--- src/source/radio_consts.svh ---
`ifndef RADIO_CONSTS_SVH
`define RADIO_CONSTS_SVH

//////////////////////////////
// Datapath and bus widths
//////////////////////////////
`define RADIO_NUM_CHAN    2      // Radio channels in the core
`define RADIO_SAMPLE_W    16     // One I or Q sample
`define RADIO_SET_ADDR_W  8      // Settings bus address
`define RADIO_SET_DATA_W  32     // Settings bus data

//////////////////////////////
// Register windows
//////////////////////////////
`define TX_FE_BASE        224    // TX correction window
`define RX_FE_BASE        232    // RX correction window

`define FE_REG_OFFSET_I   0      // Signed DC offset for I
`define FE_REG_OFFSET_Q   1      // Signed DC offset for Q
`define FE_REG_MAP        2      // Swap and invert bits

// Clocks from input valid to output valid
`define FE_LATENCY        2

`endif

--- src/source/radio_setting_pkg.sv ---
`include "radio_consts.svh"

package radio_setting_pkg;

   //////////////////////////////
   // Settings bus
   //////////////////////////////

   // One write per clock, no handshake
   typedef struct packed {
      logic                         stb;    // Write strobe
      logic [`RADIO_SET_ADDR_W-1:0] addr;   // Register address
      logic [`RADIO_SET_DATA_W-1:0] data;   // Write data
   } set_bus_t;

   //////////////////////////////
   // Mapping register fields
   //////////////////////////////

   // Matches data[1:0] of the write
   typedef struct packed {
      logic invert_q;   // Bit 1, negate Q
      logic swap_iq;    // Bit 0, exchange I and Q
   } iq_map_t;

endpackage

--- src/source/radio_sample_pkg.sv ---
`include "radio_consts.svh"

package radio_sample_pkg;

   typedef logic signed [`RADIO_SAMPLE_W-1:0] sample_t;   // Two's complement

   typedef struct packed {
      sample_t i;   // Upper half of the word
      sample_t q;   // Lower half of the word
   } iq_pair_t;

   // Same 32 bits, converter view or I/Q view
   typedef union packed {
      logic [2*`RADIO_SAMPLE_W-1:0] raw;   // As the converter sees it
      iq_pair_t                     iq;    // Split into I and Q
   } iq_word_u;

   localparam sample_t SAMPLE_MAX = {1'b0, {(`RADIO_SAMPLE_W-1){1'b1}}};   // 32767
   localparam sample_t SAMPLE_MIN = {1'b1, {(`RADIO_SAMPLE_W-1){1'b0}}};   // -32768

   // Add with clamp to the sample range
   function automatic sample_t sat_add(sample_t a, sample_t b);
      logic signed [`RADIO_SAMPLE_W:0] sum;   // One guard bit
      sum = a + b;
      if (sum[`RADIO_SAMPLE_W] != sum[`RADIO_SAMPLE_W-1])   // Overflow
         return sum[`RADIO_SAMPLE_W] ? SAMPLE_MIN : SAMPLE_MAX;
      return sample_t'(sum[`RADIO_SAMPLE_W-1:0]);
   endfunction

   // Negate, most negative value clamps to max
   function automatic sample_t sat_neg(sample_t a);
      if (a == SAMPLE_MIN)
         return SAMPLE_MAX;
      return -a;
   endfunction

endpackage

--- src/source/rx_frontend.sv ---
`timescale 1ns/1ps
`include "radio_consts.svh"

module rx_frontend
   import radio_setting_pkg::*, radio_sample_pkg::*;
(
   input  logic     radio_clk,
   input  logic     reset_i,     // Sync, active high
   input  set_bus_t set_bus_i,   // Shared with the TX block
   input  iq_word_u adc_word_i,  // Raw converter word
   input  logic     adc_valid_i,
   output iq_word_u rx_word_o,   // Corrected word
   output logic     rx_valid_o
);

   //////////////////////////////
   // Register window
   //////////////////////////////

   localparam logic [`RADIO_SET_ADDR_W-1:0] ADDR_OFFSET_I = `RX_FE_BASE + `FE_REG_OFFSET_I;
   localparam logic [`RADIO_SET_ADDR_W-1:0] ADDR_OFFSET_Q = `RX_FE_BASE + `FE_REG_OFFSET_Q;
   localparam logic [`RADIO_SET_ADDR_W-1:0] ADDR_MAP      = `RX_FE_BASE + `FE_REG_MAP;

   sample_t  offset_i;   // DC offset added to I
   sample_t  offset_q;   // DC offset added to Q
   iq_map_t  iq_map;     // Swap and invert control

   iq_word_u mapped;     // Stage 1 input after mapping
   iq_word_u s1_word;    // Mapped sample
   sample_t  s1_off_i;   // Offsets that belong to this sample
   sample_t  s1_off_q;
   logic     s1_valid;

   always_ff @(posedge radio_clk) begin : set_regs
      if (reset_i) begin
         offset_i <= '0;
         offset_q <= '0;
         iq_map   <= '0;
      end else if (set_bus_i.stb) begin
         case (set_bus_i.addr)
            ADDR_OFFSET_I: offset_i <= sample_t'(set_bus_i.data[`RADIO_SAMPLE_W-1:0]);
            ADDR_OFFSET_Q: offset_q <= sample_t'(set_bus_i.data[`RADIO_SAMPLE_W-1:0]);
            ADDR_MAP:      iq_map   <= iq_map_t'(set_bus_i.data[$bits(iq_map_t)-1:0]);
            default: ;     // Not in the RX window
         endcase
      end
   end

   //////////////////////////////
   // Stage 1, I/Q mapping
   //////////////////////////////

   always_comb begin : map_comb
      mapped.raw = adc_word_i.raw;          // Straight through by default
      if (iq_map.swap_iq) begin
         mapped.iq.i = adc_word_i.iq.q;
         mapped.iq.q = adc_word_i.iq.i;
      end
      if (iq_map.invert_q) begin
         mapped.iq.q = sat_neg(mapped.iq.q);   // -32768 gives 32767
      end
   end

   // Offsets ride along so a write lands on whole samples only
   always_ff @(posedge radio_clk) begin : stage1
      if (reset_i) begin
         s1_word  <= '0;
         s1_off_i <= '0;
         s1_off_q <= '0;
         s1_valid <= 1'b0;
      end else begin
         s1_word  <= mapped;
         s1_off_i <= offset_i;
         s1_off_q <= offset_q;
         s1_valid <= adc_valid_i;
      end
   end

   //////////////////////////////
   // Stage 2, DC offset
   //////////////////////////////

   always_ff @(posedge radio_clk) begin : stage2
      if (reset_i) begin
         rx_word_o  <= '0;
         rx_valid_o <= 1'b0;
      end else begin
         rx_word_o.iq.i <= sat_add(s1_word.iq.i, s1_off_i);   // Clamped
         rx_word_o.iq.q <= sat_add(s1_word.iq.q, s1_off_q);
         rx_valid_o     <= s1_valid;
      end
   end

   //////////////////////////////
   // Checks
   //////////////////////////////

   // Fixed latency, no gaps filled or samples lost
   a_rx_latency: assert property (
      @(posedge radio_clk) disable iff (reset_i)
      rx_valid_o == $past(adc_valid_i, `FE_LATENCY)
   ) else $error("rx_frontend valid out of step with adc_valid_i");

endmodule

--- src/source/tx_frontend.sv ---
`timescale 1ns/1ps
`include "radio_consts.svh"

module tx_frontend
   import radio_setting_pkg::*, radio_sample_pkg::*;
(
   input  logic     radio_clk,
   input  logic     reset_i,     // Sync, active high
   input  set_bus_t set_bus_i,   // Shared with the RX block
   input  iq_word_u tx_word_i,   // Sample to transmit
   input  logic     tx_valid_i,
   output iq_word_u dac_word_o,  // Word for the DAC
   output logic     dac_valid_o
);

   //////////////////////////////
   // Register window
   //////////////////////////////

   localparam logic [`RADIO_SET_ADDR_W-1:0] ADDR_OFFSET_I = `TX_FE_BASE + `FE_REG_OFFSET_I;
   localparam logic [`RADIO_SET_ADDR_W-1:0] ADDR_OFFSET_Q = `TX_FE_BASE + `FE_REG_OFFSET_Q;
   localparam logic [`RADIO_SET_ADDR_W-1:0] ADDR_MUX      = `TX_FE_BASE + `FE_REG_MAP;

   sample_t  offset_i;   // DC offset added to I
   sample_t  offset_q;   // DC offset added to Q
   iq_map_t  mux;        // Only swap_iq acts here

   iq_word_u s1_word;    // Offset-corrected sample
   logic     s1_swap;    // Swap bit seen by this sample
   logic     s1_valid;

   always_ff @(posedge radio_clk) begin : set_regs
      if (reset_i) begin
         offset_i <= '0;
         offset_q <= '0;
         mux      <= '0;
      end else if (set_bus_i.stb) begin
         case (set_bus_i.addr)
            ADDR_OFFSET_I: offset_i <= sample_t'(set_bus_i.data[`RADIO_SAMPLE_W-1:0]);
            ADDR_OFFSET_Q: offset_q <= sample_t'(set_bus_i.data[`RADIO_SAMPLE_W-1:0]);
            ADDR_MUX:      mux      <= iq_map_t'(set_bus_i.data[$bits(iq_map_t)-1:0]);
            default: ;     // Not in the TX window
         endcase
      end
   end

   //////////////////////////////
   // Stage 1, DC offset
   //////////////////////////////

   always_ff @(posedge radio_clk) begin : stage1
      if (reset_i) begin
         s1_word  <= '0;
         s1_swap  <= 1'b0;
         s1_valid <= 1'b0;
      end else begin
         s1_word.iq.i <= sat_add(tx_word_i.iq.i, offset_i);   // Clamped
         s1_word.iq.q <= sat_add(tx_word_i.iq.q, offset_q);
         s1_swap      <= mux.swap_iq;   // Sampled with the data
         s1_valid     <= tx_valid_i;
      end
   end

   //////////////////////////////
   // Stage 2, I/Q swap
   //////////////////////////////

   // Swap after the add, so a clamped I can land in the Q half
   always_ff @(posedge radio_clk) begin : stage2
      if (reset_i) begin
         dac_word_o  <= '0;
         dac_valid_o <= 1'b0;
      end else begin
         if (s1_swap) begin
            dac_word_o.iq.i <= s1_word.iq.q;
            dac_word_o.iq.q <= s1_word.iq.i;
         end else begin
            dac_word_o.raw <= s1_word.raw;   // Word as is
         end
         dac_valid_o <= s1_valid;
      end
   end

   //////////////////////////////
   // Checks
   //////////////////////////////

   a_tx_latency: assert property (
      @(posedge radio_clk) disable iff (reset_i)
      dac_valid_o == $past(tx_valid_i, `FE_LATENCY)
   ) else $error("tx_frontend valid out of step with tx_valid_i");

   // Both windows decode this address, an X would corrupt either block
   a_set_addr_known: assert property (
      @(posedge radio_clk) disable iff (reset_i)
      set_bus_i.stb |-> !$isunknown(set_bus_i.addr)
   ) else $error("settings address unknown while strobe is high");

endmodule

--- src/source/radio_frontend_top.sv ---
`timescale 1ns/1ps
`include "radio_consts.svh"

module radio_frontend_top
   import radio_setting_pkg::*, radio_sample_pkg::*;
(
   input  logic     radio_clk,
   input  logic     reset_i,                         // Sync, active high

   // Settings, one bus per channel
   input  set_bus_t set_bus_i   [`RADIO_NUM_CHAN],

   // Receive side
   input  iq_word_u adc_word_i  [`RADIO_NUM_CHAN],   // From the ADC
   input  logic     adc_valid_i [`RADIO_NUM_CHAN],
   output iq_word_u rx_word_o   [`RADIO_NUM_CHAN],   // Corrected RX
   output logic     rx_valid_o  [`RADIO_NUM_CHAN],

   // Transmit side
   input  iq_word_u tx_word_i   [`RADIO_NUM_CHAN],   // Samples to send
   input  logic     tx_valid_i  [`RADIO_NUM_CHAN],
   output iq_word_u dac_word_o  [`RADIO_NUM_CHAN],   // To the DAC
   output logic     dac_valid_o [`RADIO_NUM_CHAN]
);

   //////////////////////////////
   // Per-channel front ends
   //////////////////////////////

   // Both blocks of a channel see the same bus and pick their own window
   for (genvar ch = 0; ch < `RADIO_NUM_CHAN; ch++) begin : g_chan

      rx_frontend rx_frontend_inst (
         .radio_clk   (radio_clk),
         .reset_i     (reset_i),
         .set_bus_i   (set_bus_i[ch]),      // Window at 232
         .adc_word_i  (adc_word_i[ch]),
         .adc_valid_i (adc_valid_i[ch]),
         .rx_word_o   (rx_word_o[ch]),
         .rx_valid_o  (rx_valid_o[ch])
      );

      tx_frontend tx_frontend_inst (
         .radio_clk   (radio_clk),
         .reset_i     (reset_i),
         .set_bus_i   (set_bus_i[ch]),      // Window at 224
         .tx_word_i   (tx_word_i[ch]),
         .tx_valid_i  (tx_valid_i[ch]),
         .dac_word_o  (dac_word_o[ch]),
         .dac_valid_o (dac_valid_o[ch])
      );

   end

endmodule

--- config.mk ---
export PLATFORM = sky130hd
export DESIGN_NAME = radio_frontend_top
export DESIGN_NICKNAME = d
export VERILOG_FILES = /design/src/source/radio_setting_pkg.sv /design/src/source/radio_sample_pkg.sv /design/src/source/rx_frontend.sv /design/src/source/tx_frontend.sv /design/src/source/radio_frontend_top.sv
export VERILOG_INCLUDE_DIRS = /design/src /design/src/source
export SDC_FILE = /design/constraint.sdc
export NUM_CORES = 1
export LEC_CHECK = 0
export BUFFER_PORTS_ARGS = -buffer_cell sky130_fd_sc_hd__buf_4
export CORE_UTILIZATION = 45
export CTS_CLUSTER_DIAMETER = 40
export DETAILED_ROUTE_END_ITERATION = 10
export PLACE_DENSITY = 0.75
export SYNTH_ARGS = -nofsm -noshare
export SYNTH_HDL_FRONTEND = slang
export SYNTH_SLANG_ARGS = --single-unit
--- constraint.sdc ---
create_clock -name radio_clk -period 3.5 [get_ports radio_clk]
set_clock_uncertainty 0.2 [all_clocks]
set_input_delay 0 -clock radio_clk [delete_from_list [all_inputs] [get_ports radio_clk]]
set_output_delay 0 -clock radio_clk [all_outputs]
set_load 0.005 [all_outputs]
Word-level counts from Yosys, hierarchy flattened
Index checks and enable logic that the tools add are counted.
{"block": "word_totals", "regBits": 464, "input_bits": 216, "out_inout_bits": 132, "word_cells": 134}
{"block": "classes", "n_addsub": 10, "eq_ne": 22, "n_mux": 54, "reduce_logical": 12}
{"op": "2-to-1 mux 16 bit", "count": 30}
{"op": "adder 16 x 16 -> 17 bit", "count": 8}
{"op": "2-to-1 mux 32 bit", "count": 4}
{"op": "equality test 8 bit, second input constant", "count": 12}
{"op": "equality test 16 bit, second input constant", "count": 2}
{"op": "negator 16 bit", "count": 2}
{"op": "AND reduction 2 bit", "count": 12}
{"op": "2-to-1 mux 1 bit", "count": 20}
{"op": "inequality test 1 bit", "count": 8}

Longest topological paths before layout
{"block": "depth", "ltp_word": 6, "ltp_mapped": 12, "ltp_nobuf": 11}

Modules after synthesis
A second synthesis with hierarchy kept.
{"block": "unflattened", "cells_unflattened": 2698, "area_unflattened_um2": 23817.8}
{"module": "rx_frontend", "instances": 2, "cells_per_inst": 738, "area_per_inst_um2": 6620.1, "seq_area_each_um2": 2642.5}
{"module": "tx_frontend (g_chan[0].tx_frontend_inst)", "instances": 1, "cells_per_inst": 635, "area_per_inst_um2": 5323.9, "seq_area_each_um2": 2001.9}
{"module": "tx_frontend (g_chan[1].tx_frontend_inst)", "instances": 1, "cells_per_inst": 587, "area_per_inst_um2": 5253.8, "seq_area_each_um2": 2001.9}

Least setup slack after synthesis
Ideal clock, no wire load.
{"block": "synth_path", "path_type": "flip-flop to flip-flop", "startpoint": "register g_chan[0].rx_frontend_inst.iq_map[0] (netlist bit)", "endpoint": "register g_chan[0].rx_frontend_inst.s1_word[10] (netlist bit)", "setup_ps": 70, "arrival_time_ps": 2574, "t_required_ps": 3230, "slack_ps": 655, "stages_incl_launch_ff": 12, "n_path_buf": 4, "synth_period_minus_slack_ps": 2845, "cell_sequence": "dfxtp_1 > buf_6 > buf_2 > buf_2 > mux2i_1 > ha_1 > o221ai_2 > nor4_4 > nand2_2 > or3_4 > buf_6 > a21oi_1"}
{"block": "synth_via", "elab_chain_len": 6, "elab_cells_between_ends": 7, "cone_classes": "add/sub (1); eq/ne (1); mux (5)"}
{"item": "from (decl)", "line": "rx_frontend.sv:26", "rtl": "iq_map_t iq_map;"}
{"item": "from (signal assigned)", "line": "rx_frontend.sv:43", "rtl": "ADDR_MAP: iq_map <= iq_map_t'(set_bus_i.data[$bits(iq_map_t)-1:0]);"}
{"item": "2-to-1 mux 32 bit (*)", "line": "rx_frontend.sv:55", "rtl": "if (iq_map.swap_iq) begin"}
{"item": "parallel branches: the longest is 4 deep, another holds negator 16 bit"}
{"item": "2-to-1 mux 16 bit (*)", "line": "rx_frontend.sv:59", "rtl": "if (iq_map.invert_q) begin"}
{"item": "to (signal assigned)", "line": "rx_frontend.sv:72", "rtl": "s1_word <= mapped;"}
{"item": "to (decl)", "line": "rx_frontend.sv:29", "rtl": "iq_word_u s1_word;"}
Mark *: on every way between the ends. The select of a mux whose other input is x is not followed.
A chain may end at the register's enable or synchronous reset.

Worst setup path after layout
{"block": "layout_path", "startpoint": "register g_chan[1].tx_frontend_inst.offset_i[2]", "endpoint": "register g_chan[1].tx_frontend_inst.s1_word[27] (netlist bit)"}
{"block": "layout_via", "elab_chain_len": 5, "elab_cells_between_ends": 7, "cone_classes": "add/sub (1); eq/ne (1); mux (5)"}
{"item": "from (decl)", "line": "tx_frontend.sv:24", "rtl": "sample_t offset_i;"}
{"item": "from (signal assigned)", "line": "tx_frontend.sv:39", "rtl": "ADDR_OFFSET_I: offset_i <= sample_t'(set_bus_i.data[`RADIO_SAMPLE_W-1:0]);"}
{"item": "adder 16 x 16 -> 17 bit (*)", "line": "radio_sample_pkg.sv:24", "rtl": "sum = a + b;"}
{"item": "inequality test 1 bit", "line": "radio_sample_pkg.sv:25", "rtl": "if (sum[`RADIO_SAMPLE_W] != sum[`RADIO_SAMPLE_W-1])"}
{"item": "2-to-1 mux 1 bit", "line": "radio_sample_pkg.sv:25"}
{"item": "2-to-1 mux 1 bit", "line": "tx_frontend.sv:52", "rtl": "if (reset_i) begin"}
{"item": "2-to-1 mux 16 bit (*)", "line": "radio_sample_pkg.sv:27", "rtl": "return sample_t'(sum[`RADIO_SAMPLE_W-1:0]);"}
{"item": "to (decl)", "line": "tx_frontend.sv:28", "rtl": "iq_word_u s1_word;"}
Mark *: on every way between the ends. The rest lies on a longest branch, timed or not. The select of a mux whose other input is x is not followed.

==> run metrics <==
HP Start=adc_valid_i[1]; maximum clock path buffer count=3; Critical Path AT=around 3800 ps; final-layout fill cell count=~3600; vias in the first global route=21114; Syn Nets=roughly 2800; syn avg cell area=9.10 sq um; Routed Antenna Nets=0; DP HPWL=approximately 45000 microns; critical path capture point type=flip-flop; post-route minimum period=between 3000 and 4000 ps; Global Route met1 Usage=33.2%; fin crit share=100%; Clock Sinks=464; Distinct cells, synth=between 90 and 100; WL final=a little over 70000 microns; post-synth top area cell=dfxtp_1; Worst EP required=between 3000 and 4000 ps; status=finished, violations left; wire length per cell=18.8 microns; crit path max fanout=4; Clk pin slew, worst setup/hold paths=60 ps; CTS tree=done; crit path launch type=flip-flop; Setup CP Type=reg -> reg; CTS root buffer=clkbuf_16; met3 usage=5.47%; Area Growth Syn to Fin=40.2%; Setup WS post-layout=-4.04 ps; slew at the pin closest to its max-slew limit=1020 ps; Area after DPL=25100 sq um; Chip Width=about 220 microns; DRT Pass-1 Iters=6; area of the core=49000 sq um; # placed instances=between 3000 and 4000; vias per inst=~5.5; EDFF count, synth=0; full die area=approximately 50000 sq um; nets@finish=roughly 3400; Final Core Density=around 64%; maximum VDD drop=around 0.34 mV; Leak=between 10 and 15 nW; drc violations=0; post-synthesis cell count=between 2000 and 2500; Die Y=225 microns; Crit. Startpoint=g_chan[1].tx_frontend_inst.offset_i[2]; Async SR Flop Fraction=0%; commonest cells in the netlist=dfxtp_1, nor2_1, nand2_1; final setup violating endpoints=1; GP Congestion=0.942; failing checks=setup timing; Area contributors post-synth=dfxtp_1, mux2i_1, ha_1; detailed router's first-iteration violation count=1547; Most Crowded Layer GR=met2; Vias=roughly 21000; Initial Util=45.6%; post-synth top area share=a little over two fifths; Worst slew margin=between 30 and 40%; fmax=around 0.29 GHz; Setup WS pre-CTS=around 480 ps; pwr dens=~460 nW/um^2; YS warnings=0; PortBufs=~320; first-pass GRT wire length=roughly 110000 microns; I/O pin count=348; Congestion Overflow GR=0; H-tree levels=3; Seq cells post-synth=approximately 460; non-filler cells, final=3825; initial antenna violation count=8; met2 Usage GRT=a little under half; post-route cell area=~31000 sq um; r2r startpoint=g_chan[1].tx_frontend_inst.offset_i[2]; synthesized cell area=around 22000 sq um; Overall Global Routing Usage=27.6%; worst skew pair latency=600 ps; # rows=81; max-cap check violation count=0; CTS buffer count=70; count leader, synth=dfxtp_1; Main synth FF type=dfxtp_1; largest net degree at the start of global routing=136; share of layout cells above drive strength 1=~18%; max-slew violation total from the final report=0; final hold violations=0; sequential area share after synthesis=a little over two fifths; Hold Path Class=in -> reg
[metrics by stage]
step           hold slack, ps  total power [mW]  TNS (ps)
6_report                 30.9              14.3     -4.04
5_1_grt                  61.4              14.7      -203
4_1_cts                  1.16              14.3         0
3_5_place_dp             31.0              6.73         0
3_3_place_gp             20.3              6.71         0
2_1_floorplan           -71.8              6.20         0
[sequential cells by signal (all words and copies together), names as in the netlist, 4 cells and up]
| signal | cells |
|---|---|
| g_chan.tx_frontend_inst.s1_word | 64 |
| g_chan.rx_frontend_inst.iq_map | 4 |
| g_chan.tx_frontend_inst.offset_q | 32 |
| g_chan.rx_frontend_inst.s1_off_i | 32 |
| g_chan.rx_frontend_inst.rx_word_o | 64 |
| g_chan.tx_frontend_inst.offset_i | 32 |
| g_chan.tx_frontend_inst.dac_word_o | 64 |
| g_chan.rx_frontend_inst.offset_q | 32 |
| g_chan.rx_frontend_inst.s1_off_q | 32 |
| g_chan.rx_frontend_inst.offset_i | 32 |
| g_chan.rx_frontend_inst.s1_word | 64 |
[per-layer routing]
layer / wire length [microns] / share of wire, % / vias to the layer above
met3: 4820 / 6.7 / 279
li1: - / - / 9871
met5: 27 / 0.037 / -
met1: 29300 / 41 / 9822
met2: 34400 / 48 / 921
met4: 3590 / 5.0 / 4
[worst max-delay path: stages (launching register included)]
cell           delay (ps)
dfxtp_1               320
ha_1                  340
o211ai_1              280
nor2_1                180
o21ai_4               260
o21ai_1               160
o31ai_1               310
dlygate4sd3_1         600
nand2_1                60
dlygate4sd3_1         560
o21ai_0               150
[cell usage in the layout (no fill, tap or decap), drive strengths merged, types with 10 or more instances in the layout]
| cell | n |
|---|---|
| dfxtp | 464 |
| dlygate4sd3 | 351 |
| buf | 333 |
| nor2 | 271 |
| nand2 | 252 |
| a21oi | 249 |
| mux2i | 194 |
| ha | 130 |
| o21ai | 100 |
| nor2b | 96 |
| clkbuf | 82 |
| xnor2 | 80 |
| inv | 79 |
| a21o | 72 |
| nor3 | 37 |
| xor2 | 28 |
| nand3 | 25 |
| nand2b | 22 |
| a31oi | 21 |
| o21a | 19 |
| or3 | 15 |
| nor3b | 13 |
| clkinv | 13 |
| nand4 | 12 |
| o211ai | 12 |
| and3 | 11 |
| and2 | 11 |
| diode | 10 |
| a211oi | 10 |
| o31ai | 10 |
[final timing paths]
path                                            end  slack, ps  depth (start not counted)
max          g_chan[1].tx_frontend_inst.s1_word[27]         -4                         10
min             g_chan[0].rx_frontend_inst.s1_valid         30                          3
max reg2reg  g_chan[1].tx_frontend_inst.s1_word[27]         -4                         10
min reg2reg   g_chan[1].rx_frontend_inst.rx_valid_o        240                          1
[repair_timing]
| action | in CTS | in global routing |
|---|---|---|
| buffers inserted | 0 | 1 |
| resized for setup | 0 | 24 |
| endpoints found under the hold margin | 397 | 0 |
| hold buffers | 351 | 0 |
| setup endpoints to repair | 0 | 36 |
[kinds of logic after synthesis]
logic type | after synthesis | synth area share [%]
and+or+nand+nor | 788 | 16.5
AOI/OAI and AO/OA | 583 | 17.2
DFF | 464 | 41.6
muxes | 200 | 9.05
buffers and inverters | 171 | 3.40
adders and majority gates | 138 | 8.01
xor gates and xnor gates | 108 | 4.27
[power by group]
| part | switching (mW) | internal, mW |
|---|---|---|
| Combinational | 0.701 | 0.740 |
| Sequential | 0.0852 | 5.47 |
| Clock | 2.85 | 4.43 |
| Total | 3.64 | 10.6 |
[cell type report]
class | count | area [sq um] | area share (%)
Clock buffer | 82 | 1910 | 6.10
Timing Repair Buffer | 684 | 6050 | 19.3
Inverter | 57 | 214 | 0.684
Clock inverter | 47 | 581 | 1.86
Multi-Input combinational cell | 1817 | 12400 | 39.6
Tap cell | 664 | 831 | 2.66
Sequential cell | 464 | 9300 | 29.7
Antenna cell | 10 | 25.0 | 0.0800
No activity file was read; power rests on OpenSTA's default activity.
